===== src/fill_rect_pkg.sv =====
package fill_rect_pkg;

    // 16-bit coordinate or size, used for origin, extent and clip
    typedef logic [15:0] coord_t;

    // 4:4:4 colour, red in the top nibble
    typedef logic [11:0] rgb_t;

    // x, y, w, h as big-endian pairs, then r, g, b
    localparam int CMD_BYTES = 11;

    // config register map
    localparam logic [1:0] REG_FB_BASE = 2'd0;
    localparam logic [1:0] REG_STRIDE  = 2'd1;
    // clip width in [31:16], clip height in [15:0]
    localparam logic [1:0] REG_CLIP    = 2'd2;
    // completed rectangles, read only
    localparam logic [1:0] REG_COUNT   = 2'd3;

endpackage


===== src/cmd_fifo.sv =====
`timescale 1ns/10ps

module cmd_fifo #(
    parameter int FIFO_DEPTH = 16
) (
    input  logic       clk,
    input  logic       rst_,
    input  logic       wr_valid,
    input  logic [7:0] wr_data,
    output logic       wr_ready,
    output logic       cmd_fifo_rts,
    output logic [7:0] cmd_fifo_data,
    input  logic       cmd_fifo_rtr
);

    localparam int PTR_W = $clog2(FIFO_DEPTH);

    logic [7:0]     mem [FIFO_DEPTH];
    // extra msb tells full from empty
    logic [PTR_W:0] wr_ptr;
    logic [PTR_W:0] rd_ptr;
    logic           full;
    logic           push;
    logic           pop;

    assign full = (wr_ptr[PTR_W] != rd_ptr[PTR_W]) &&
                  (wr_ptr[PTR_W-1:0] == rd_ptr[PTR_W-1:0]);

    assign wr_ready      = !full;
    assign cmd_fifo_rts  = (wr_ptr != rd_ptr);
    assign cmd_fifo_data = mem[rd_ptr[PTR_W-1:0]];

    assign push = wr_valid && wr_ready;
    assign pop  = cmd_fifo_rts && cmd_fifo_rtr;

    always_ff @(posedge clk or negedge rst_)
    begin
        if (!rst_)
        begin
            wr_ptr <= '0;
            rd_ptr <= '0;
        end
        else
        begin
            if (push)
                wr_ptr <= wr_ptr + 1'b1;
            if (pop)
                rd_ptr <= rd_ptr + 1'b1;
        end
    end

    always_ff @(posedge clk)
    begin
        if (push)
            mem[wr_ptr[PTR_W-1:0]] <= wr_data;
    end

    // read side never runs past the write side, occupancy stays within depth
    a_no_pop_when_empty: assert property (@(posedge clk) disable iff (!rst_)
        (PTR_W+1)'(wr_ptr - rd_ptr) <= FIFO_DEPTH);

endmodule


===== src/fill_rect_decode_engine.sv =====
`timescale 1ns/10ps

module fill_rect_decode_engine (
    input  logic                 clk,
    input  logic                 rst_,
    input  logic                 data_gen_is_idle,
    output logic                 dec_eng_has_data,
    output logic                 cmd_fifo_rtr,
    input  logic                 cmd_fifo_rts,
    input  logic [7:0]           cmd_fifo_data,
    output fill_rect_pkg::coord_t cmd_data_origx,
    output fill_rect_pkg::coord_t cmd_data_origy,
    output fill_rect_pkg::coord_t cmd_data_wid,
    output fill_rect_pkg::coord_t cmd_data_hgt,
    output fill_rect_pkg::rgb_t   cmd_data_rgb,
    output logic                 addr_start_strobe
);

    import fill_rect_pkg::*;

    typedef enum logic [3:0] {
        ST_IDLE,
        ST_ORIGX_HI,
        ST_ORIGX_LO,
        ST_ORIGY_HI,
        ST_ORIGY_LO,
        ST_WID_HI,
        ST_WID_LO,
        ST_HGT_HI,
        ST_HGT_LO,
        ST_R,
        ST_G,
        ST_B
    } dec_state_t;

    dec_state_t dec_state;
    logic       pop;
    logic [3:0] rval;
    logic [3:0] gval;
    // bytes taken so far in the current command
    logic [3:0] byte_cnt;

    assign cmd_fifo_rtr      = (dec_state != ST_IDLE);
    assign pop               = cmd_fifo_rtr && cmd_fifo_rts;
    assign dec_eng_has_data  = (dec_state == ST_G) || (dec_state == ST_B);
    assign addr_start_strobe = (dec_state == ST_B) && cmd_fifo_rts;

    // blue comes straight from the FIFO so the generator sees it on the strobe edge
    assign cmd_data_rgb = {rval, gval, cmd_fifo_data[3:0]};

    always_ff @(posedge clk or negedge rst_)
    begin
        if (!rst_)
        begin
            dec_state <= ST_IDLE;
            byte_cnt  <= '0;
        end
        else
        begin
            if (dec_state == ST_IDLE)
            begin
                byte_cnt <= '0;
                // hold off while a rectangle is still being drawn
                if (cmd_fifo_rts && data_gen_is_idle)
                    dec_state <= ST_ORIGX_HI;
            end
            else if (pop)
            begin
                byte_cnt <= byte_cnt + 4'd1;
                if (dec_state == ST_B)
                    dec_state <= ST_IDLE;
                else
                    dec_state <= dec_state_t'(dec_state + 4'd1);
            end
        end
    end

    always_ff @(posedge clk)
    begin
        if (pop)
        begin
            case (dec_state)
                ST_ORIGX_HI: cmd_data_origx[15:8] <= cmd_fifo_data;
                ST_ORIGX_LO: cmd_data_origx[7:0]  <= cmd_fifo_data;
                ST_ORIGY_HI: cmd_data_origy[15:8] <= cmd_fifo_data;
                ST_ORIGY_LO: cmd_data_origy[7:0]  <= cmd_fifo_data;
                ST_WID_HI:   cmd_data_wid[15:8]   <= cmd_fifo_data;
                ST_WID_LO:   cmd_data_wid[7:0]    <= cmd_fifo_data;
                ST_HGT_HI:   cmd_data_hgt[15:8]   <= cmd_fifo_data;
                ST_HGT_LO:   cmd_data_hgt[7:0]    <= cmd_fifo_data;
                // colour keeps the low nibble only
                ST_R:        rval                 <= cmd_fifo_data[3:0];
                ST_G:        gval                 <= cmd_fifo_data[3:0];
                default:     ;
            endcase
        end
    end

    // strobe only on the last byte of a full command
    a_strobe_on_last_byte: assert property (@(posedge clk) disable iff (!rst_)
        addr_start_strobe |-> dec_state == ST_B && byte_cnt == 4'(CMD_BYTES - 1));

    // bytes are taken only while no rectangle is being drawn
    a_read_while_gen_idle: assert property (@(posedge clk) disable iff (!rst_)
        cmd_fifo_rtr |-> data_gen_is_idle);

endmodule


===== src/fill_rect_pixel_gen.sv =====
`timescale 1ns/10ps

module fill_rect_pixel_gen #(
    parameter int ADDR_W = 24
) (
    input  logic                  clk,
    input  logic                  rst_,
    input  logic                  addr_start_strobe,
    input  fill_rect_pkg::coord_t cmd_data_origx,
    input  fill_rect_pkg::coord_t cmd_data_origy,
    input  fill_rect_pkg::coord_t cmd_data_wid,
    input  fill_rect_pkg::coord_t cmd_data_hgt,
    input  fill_rect_pkg::rgb_t   cmd_data_rgb,
    input  logic [ADDR_W-1:0]     fb_base,
    input  fill_rect_pkg::coord_t stride,
    input  fill_rect_pkg::coord_t clip_w,
    input  fill_rect_pkg::coord_t clip_h,
    output logic                  data_gen_is_idle,
    output logic                  rect_done,
    output logic                  pix_valid,
    input  logic                  pix_ready,
    output logic [ADDR_W-1:0]     pix_addr,
    output fill_rect_pkg::rgb_t   pix_rgb
);

    import fill_rect_pkg::*;

    logic              active;
    coord_t            col;
    coord_t            row;
    coord_t            origx_q;
    coord_t            origy_q;
    coord_t            wid_q;
    coord_t            hgt_q;
    coord_t            stride_q;
    coord_t            clip_w_q;
    coord_t            clip_h_q;
    rgb_t              rgb_q;
    logic [ADDR_W-1:0] row_addr;
    logic [31:0]       org_prod;
    logic [16:0]       pos_x;
    logic [16:0]       pos_y;
    logic              empty;
    logic              in_clip;
    logic              row_end;
    logic              last_pos;
    logic              advance;

    // one multiply per rectangle, later rows just add the stride
    assign org_prod = 32'(cmd_data_origy) * 32'(stride);

    assign empty    = (wid_q == '0) || (hgt_q == '0);
    assign pos_x    = {1'b0, origx_q} + {1'b0, col};
    assign pos_y    = {1'b0, origy_q} + {1'b0, row};
    assign in_clip  = (pos_x < {1'b0, clip_w_q}) && (pos_y < {1'b0, clip_h_q});
    assign row_end  = (col == wid_q - 16'd1);
    assign last_pos = empty || (row_end && row == hgt_q - 16'd1);

    assign pix_valid        = active && !empty && in_clip;
    // clipped positions step on without waiting for ready
    assign advance          = active && (!pix_valid || pix_ready);
    assign pix_addr         = row_addr + ADDR_W'(col);
    assign pix_rgb          = rgb_q;
    assign data_gen_is_idle = !active;

    always_ff @(posedge clk or negedge rst_)
    begin
        if (!rst_)
        begin
            active    <= 1'b0;
            rect_done <= 1'b0;
            col       <= '0;
            row       <= '0;
        end
        else
        begin
            rect_done <= 1'b0;
            if (addr_start_strobe)
            begin
                active <= 1'b1;
                col    <= '0;
                row    <= '0;
            end
            else if (advance)
            begin
                if (last_pos)
                begin
                    active    <= 1'b0;
                    rect_done <= 1'b1;
                end
                else if (row_end)
                begin
                    col <= '0;
                    row <= row + 16'd1;
                end
                else
                    col <= col + 16'd1;
            end
        end
    end

    // frame setup is captured at start so register writes hit the next rectangle
    always_ff @(posedge clk)
    begin
        if (addr_start_strobe)
        begin
            origx_q  <= cmd_data_origx;
            origy_q  <= cmd_data_origy;
            wid_q    <= cmd_data_wid;
            hgt_q    <= cmd_data_hgt;
            rgb_q    <= cmd_data_rgb;
            stride_q <= stride;
            clip_w_q <= clip_w;
            clip_h_q <= clip_h;
            row_addr <= fb_base + ADDR_W'(org_prod) + ADDR_W'(cmd_data_origx);
        end
        else if (advance && !last_pos && row_end)
            row_addr <= row_addr + ADDR_W'(stride_q);
    end

    // the decoder must wait for idle before starting the next command
    a_start_when_idle: assert property (@(posedge clk) disable iff (!rst_)
        addr_start_strobe |-> !active);

    // a stalled pixel keeps its payload
    a_stall_stable: assert property (@(posedge clk) disable iff (!rst_)
        pix_valid && !pix_ready |=> pix_valid && $stable(pix_addr) && $stable(pix_rgb));

endmodule


===== src/fb_config_regs.sv =====
`timescale 1ns/10ps

module fb_config_regs #(
    parameter int ADDR_W = 24
) (
    input  logic                  clk,
    input  logic                  rst_,
    input  logic                  cfg_wr,
    input  logic [1:0]            cfg_addr,
    input  logic [31:0]           cfg_wdata,
    output logic [31:0]           cfg_rdata,
    output logic [ADDR_W-1:0]     fb_base,
    output fill_rect_pkg::coord_t stride,
    output fill_rect_pkg::coord_t clip_w,
    output fill_rect_pkg::coord_t clip_h,
    input  logic                  rect_done,
    input  logic                  data_gen_is_idle,
    input  logic                  dec_eng_has_data,
    output logic                  busy
);

    import fill_rect_pkg::*;

    logic [31:0] done_count;

    always_ff @(posedge clk or negedge rst_)
    begin
        if (!rst_)
        begin
            fb_base    <= '0;
            stride     <= '0;
            clip_w     <= '0;
            clip_h     <= '0;
            done_count <= '0;
        end
        else
        begin
            if (cfg_wr)
            begin
                case (cfg_addr)
                    REG_FB_BASE: fb_base <= cfg_wdata[ADDR_W-1:0];
                    REG_STRIDE:  stride  <= cfg_wdata[15:0];
                    REG_CLIP:
                    begin
                        clip_w <= cfg_wdata[31:16];
                        clip_h <= cfg_wdata[15:0];
                    end
                    // count is read only
                    default:     ;
                endcase
            end
            if (rect_done)
                done_count <= done_count + 32'd1;
        end
    end

    always_comb
    begin
        case (cfg_addr)
            REG_FB_BASE: cfg_rdata = 32'(fb_base);
            REG_STRIDE:  cfg_rdata = {16'd0, stride};
            REG_CLIP:    cfg_rdata = {clip_w, clip_h};
            default:     cfg_rdata = done_count;
        endcase
    end

    // decoder holding colour bytes means a start is imminent
    assign busy = !data_gen_is_idle || dec_eng_has_data;

endmodule


===== src/fill_rect_top.sv =====
`timescale 1ns/10ps

module fill_rect_top #(
    parameter int ADDR_W     = 24,
    parameter int FIFO_DEPTH = 16
) (
    input  logic                clk,
    input  logic                rst_,
    input  logic                cmd_valid,
    input  logic [7:0]          cmd_data,
    output logic                cmd_ready,
    input  logic                cfg_wr,
    input  logic [1:0]          cfg_addr,
    input  logic [31:0]         cfg_wdata,
    output logic [31:0]         cfg_rdata,
    output logic                busy,
    output logic                pix_valid,
    input  logic                pix_ready,
    output logic [ADDR_W-1:0]   pix_addr,
    output fill_rect_pkg::rgb_t pix_rgb
);

    import fill_rect_pkg::*;

    logic              cmd_fifo_rts;
    logic              cmd_fifo_rtr;
    logic [7:0]        cmd_fifo_data;
    logic              data_gen_is_idle;
    logic              dec_eng_has_data;
    logic              addr_start_strobe;
    logic              rect_done;
    coord_t            cmd_data_origx;
    coord_t            cmd_data_origy;
    coord_t            cmd_data_wid;
    coord_t            cmd_data_hgt;
    rgb_t              cmd_data_rgb;
    logic [ADDR_W-1:0] fb_base;
    coord_t            stride;
    coord_t            clip_w;
    coord_t            clip_h;

    cmd_fifo #(
        .FIFO_DEPTH (FIFO_DEPTH)
    ) u_cmd_fifo (
        .clk           (clk),
        .rst_          (rst_),
        .wr_valid      (cmd_valid),
        .wr_data       (cmd_data),
        .wr_ready      (cmd_ready),
        .cmd_fifo_rts  (cmd_fifo_rts),
        .cmd_fifo_data (cmd_fifo_data),
        .cmd_fifo_rtr  (cmd_fifo_rtr)
    );

    fill_rect_decode_engine u_decode (
        .clk               (clk),
        .rst_              (rst_),
        .data_gen_is_idle  (data_gen_is_idle),
        .dec_eng_has_data  (dec_eng_has_data),
        .cmd_fifo_rtr      (cmd_fifo_rtr),
        .cmd_fifo_rts      (cmd_fifo_rts),
        .cmd_fifo_data     (cmd_fifo_data),
        .cmd_data_origx    (cmd_data_origx),
        .cmd_data_origy    (cmd_data_origy),
        .cmd_data_wid      (cmd_data_wid),
        .cmd_data_hgt      (cmd_data_hgt),
        .cmd_data_rgb      (cmd_data_rgb),
        .addr_start_strobe (addr_start_strobe)
    );

    fill_rect_pixel_gen #(
        .ADDR_W (ADDR_W)
    ) u_pixel_gen (
        .clk               (clk),
        .rst_              (rst_),
        .addr_start_strobe (addr_start_strobe),
        .cmd_data_origx    (cmd_data_origx),
        .cmd_data_origy    (cmd_data_origy),
        .cmd_data_wid      (cmd_data_wid),
        .cmd_data_hgt      (cmd_data_hgt),
        .cmd_data_rgb      (cmd_data_rgb),
        .fb_base           (fb_base),
        .stride            (stride),
        .clip_w            (clip_w),
        .clip_h            (clip_h),
        .data_gen_is_idle  (data_gen_is_idle),
        .rect_done         (rect_done),
        .pix_valid         (pix_valid),
        .pix_ready         (pix_ready),
        .pix_addr          (pix_addr),
        .pix_rgb           (pix_rgb)
    );

    fb_config_regs #(
        .ADDR_W (ADDR_W)
    ) u_config_regs (
        .clk              (clk),
        .rst_             (rst_),
        .cfg_wr           (cfg_wr),
        .cfg_addr         (cfg_addr),
        .cfg_wdata        (cfg_wdata),
        .cfg_rdata        (cfg_rdata),
        .fb_base          (fb_base),
        .stride           (stride),
        .clip_w           (clip_w),
        .clip_h           (clip_h),
        .rect_done        (rect_done),
        .data_gen_is_idle (data_gen_is_idle),
        .dec_eng_has_data (dec_eng_has_data),
        .busy             (busy)
    );

endmodule


===== config.mk =====
export PLATFORM = sky130hd
export DESIGN_NAME = fill_rect_top
export DESIGN_NICKNAME = d
export VERILOG_FILES = /design/src/fill_rect_pkg.sv /design/src/cmd_fifo.sv /design/src/fill_rect_decode_engine.sv /design/src/fill_rect_pixel_gen.sv /design/src/fb_config_regs.sv /design/src/fill_rect_top.sv
export SDC_FILE = /design/constraint.sdc
export NUM_CORES = 1
export LEC_CHECK = 0
export ABC_AREA = 1
export BUFFER_PORTS_ARGS = -buffer_cell sky130_fd_sc_hd__buf_4
export CAP_MARGIN = 10
export CORE_MARGIN = 2
export CORE_UTILIZATION = 50
export CTS_CLUSTER_DIAMETER = 100
export DETAILED_ROUTE_END_ITERATION = 12
export PLACE_DENSITY = 0.78
export SETUP_SLACK_MARGIN = 0.02
export SYNTH_ARGS = -nofsm -noshare
export SYNTH_HDL_FRONTEND = slang
export SYNTH_SLANG_ARGS = --single-unit

===== constraint.sdc =====
create_clock -name clk -period 8 [get_ports clk]
set_clock_uncertainty 0.1 [all_clocks]
set_input_delay 1.6 -clock clk [delete_from_list [all_inputs] [get_ports clk]]
set_output_delay 1.6 -clock clk [all_outputs]
set_load 0.02 [all_outputs]

==> summary.md <==
| Metric | Value |
|---|---|
| Mux contribution to synthesized area | 0.649% |
| Hold buffers post-CTS | 0 |
| Via count | 25900 |
| PortBufs | 117 |
| Num ports | 118 |
| P&R area growth vs syn | 10.3% |
| Share of layout cells above drive strength 1 | 7.88% |
| Compound-Gate Fraction of Synth Area | 7.04% |
| Slew @ Worst Pin | 1180 ps |
| Die height | 265 um |
| Post-CTS Setup Inserts | 0 |
| Die width | 265 um |
| RSZ-0062 raised after global routing | false |
| Vias in the first global route | 25400 |
| GR met2 Demand/Resource | 42.5% |
| Routed Wire Length | 93200 um |
| F_max | 155 MHz |
| Starting density of the core | 50.5% |
| Sum Neg Setup Slack | 0 ps |
| Tmin final | 6460 ps |
| Full die area | 70000 um^2 |
| Initial antenna violation count | 3 |
| Tcrit/Tclk final | 80.8% |
| Main combinational cell family by area after synthesis | adder cells |
| FP Rows | 95 |
| Synth Area in XOR/XNOR | 4.25% |
| HP Class | register to register |
| Critical path data arrival time | 6720 ps |
| Pre-antenna DRT Iters | 8 |
| Post-CTS Resized | 0 |
| Routed Antenna Nets | 0 |
| Via density | 5.51 |
| CP Class | register to register |
| Final Hold Vio Count | 0 |
| Post-route DRC | 0 |
| Cell area after layout | 37400 um^2 |
| Adder-Cell Fraction of Synth Area | 19.0% |
| Clock Latency Late Sink | 640 ps |
| Met3 usage | 4.16% |
| Post-synthesis average cell area | 9.12 um^2 |
| Clk sinks | 500 |
| Max Slew Vio Count | 0 |
| Post-Syn Instances | 3721 |
| Max-cap viol count | 0 |
| Distinct cells, synth | 61 |
| Crit end category | register |
| Core ar. | 67200 um^2 |
| Seq/Total Area, Yosys | 42.0% |
| Slew headroom | 21.4% |
| DR iter-0 viols | 2697 |
| Critical-path cell list | nand2_1, fa_1, inv_1, fa_1, fa_1, fa_1, fa_1, inv_1, fa_1, inv_1, ha_1, a21oi_1, nor2_1, a211oi_1, o21ai_0, nand2_1, nand2_1, xor2_1, nand2_1, o21ai_0 |
| Nets | 4222 |
| Slowest stage cell, crit path | edfxtp_1 |
| Hpwl dp | 68600 um |
| Yosys warns | 0 |
| Post-DP Area | 35500 um^2 |
| Pin count of the biggest net entering global routing | 95 |
| Bufs on Longest Clock Path | 3 |
| #FFs+latches synth | 500 |
| Reg clk slew, reported paths | 60 ps |
| Critical path peak fanout | 16 |
| Synth Area in Simple Gates | 17.6% |
| Layout Utilization | 55.8% |
| CP peak stage delay | 860 ps |
| TritonCTS clock tree | done |
| Crit-path most repeated cell | fa_1 |
| GRT Max-Usage Layer | met2 |
| Setup violations, final | 0 |
| Clock Tree Root | clkbuf_16 |
| Routed wire per std cell | 19.8 um |
| First-pass GRT wire length | 145000 um |
| H-Tree Level Count | 2 |
| GPL Wtd Cong | 0.959 |
| CTS Buf Count | 54 |
| Met1 usage in global routing | 36.6% |
| Status | complete, no violations |
| Worst EP required | 8250 ps |
| Syn Nets | 4157 |
| Critical path launch point type | register |
| GR Overflow Total | 0 |
| GRT Overall Usage | 26.9% |
| Netlist Area Pre-Place | 33900 um^2 |
path summary, 6_finish.rpt:
path                                       startpoint  slack [ps]  depth (start not counted)                   endpoint
min in group asynchronous                        rst_         900                          1   u_config_regs.clip_h[14]
max in group asynchronous                        rst_        5430                          2  u_config_regs.fb_base[20]
max reg2reg                u_decode.cmd_data_origy[9]        1540                         20   u_pixel_gen.row_addr[21]
min                         u_decode.cmd_data_wid[10]         310                          0      u_pixel_gen.wid_q[10]
max                        u_decode.cmd_data_origy[9]        1540                         20   u_pixel_gen.row_addr[21]
min reg2reg                 u_decode.cmd_data_wid[10]         310                          0      u_pixel_gen.wid_q[10]
Yosys cell counts, drive strengths merged:
| library cell | number | share of area (%) |
|---|---|---|
| o211ai | 15 | 0.33 |
| nand3b | 10 | 0.22 |
| clkbuf | 97 | 1.1 |
| dfrtp | 152 | 11 |
| a21o | 10 | 0.22 |
| o21a | 8 | 0.18 |
| a22o | 4 | 0.10 |
| a21boi | 1 | 0.022 |
| or2 | 5 | 0.092 |
| nor3 | 57 | 0.95 |
| o31a | 1 | 0.026 |
| xnor2 | 41 | 1.1 |
| o41ai | 1 | 0.026 |
| buf | 27 | 0.44 |
| xor2 | 123 | 3.2 |
| or3 | 2 | 0.037 |
| and2 | 5 | 0.092 |
| inv | 718 | 7.9 |
| nand2b | 1 | 0.018 |
| nor2 | 270 | 3.2 |
| fa | 210 | 12 |
| nor4 | 14 | 0.29 |
| a221oi | 7 | 0.18 |
| o2111ai | 6 | 0.15 |
| o22ai | 5 | 0.092 |
| nand3 | 163 | 2.7 |
| nand2 | 824 | 9.2 |
| nand4 | 38 | 0.70 |
| o221ai | 14 | 0.36 |
| edfxtp | 348 | 31 |
| o21bai | 7 | 0.15 |
| mux2i | 13 | 0.38 |
| and3 | 1 | 0.018 |
| o31ai | 2 | 0.044 |
| a211oi | 5 | 0.11 |
| and3b | 1 | 0.026 |
| o21ai | 173 | 2.6 |
| a21oi | 116 | 1.7 |
| a31oi | 11 | 0.20 |
| o32ai | 19 | 0.49 |
| a22oi | 3 | 0.066 |
| ha | 179 | 6.6 |
| mux2 | 8 | 0.27 |
| clkinv | 6 | 0.066 |
state kept, by name, indices dropped and copies added, names as in the netlist, 24 cells and up:
signal / flops
u_cmd_fifo.mem: 128
u_config_regs.done_count: 32
u_config_regs.fb_base: 24
u_pixel_gen.row_addr: 24
through the flow:
stage | hold slack, ps | std cells | worst slack, ps
final | 314 | 4707 | 1540
after global routing | 324 | 4705 | 1150
after CTS | 315 | 4702 | 1520
after detailed placement | 305 | 4600 | 1610
after global placement | 302 | 4600 | 1730
after floorplan | 300 | 3721 | 2060
placed cells by master (no fill, tap or decap), types with 8 or more instances in the layout:
cell type	n
clkbuf_1	10
o32ai_1	19
xor2_1	122
nor2_2	19
nand4_1	38
nor4_1	12
o221ai_1	14
edfxtp_1	348
dfrtp_1	151
buf_4	129
bufinv_16	8
nand2_2	8
nand3_2	12
clkinv_1	10
o21a_1	8
clkbuf_16	54
xnor2_1	41
mux2_2	8
a31oi_1	11
nand3b_1	10
nor3_1	50
nor2_1	246
o21ai_0	168
fa_1	210
nand2_1	813
nand3_1	149
inv_1	710
a21o_1	10
ha_1	179
mux2i_1	13
a21oi_1	116
o211ai_1	15
metal layers:
layer / routed length, um / share of wire [%]
met1: 37900 / 41
met2: 42800 / 46
met3: 7750 / 8.3
met4: 4700 / 5.0
met5: 0 / 0
worst max-delay path: cells and delay by family, from the launching register on:
kind / cells / cell delay, ps
simple gates: 5 / 460
compound gates: 4 / 840
flops: 1 / 860
buf+inv: 3 / 150
fa+ha+maj: 7 / 3610
xor+xnor: 1 / 160
cell type report:
class / count / area, um^2
fill: 5670 / 29700
multi-input combinational: 2373 / 16500
sequential: 500 / 14300
inverter: 724 / 2720
clock buffer: 68 / 1440
tap: 873 / 1090
timing repair buffer: 133 / 997
clock inverter: 34 / 462
antenna: 2 / 5.00
kinds of logic (layout without fill, tap and decap cells):
family	count (synthesis)	after routing
simple gates	1391	1391
buf+inv	848	959
flops	500	500
compound gates	408	408
fa+ha+maj	389	389
xor+xnor	164	164
mux	21	21
other cells	0	2
Power is left out: the tool's default activity adds up to more than one toggle a clock period on the data nets, which glitch-free logic cannot reach.
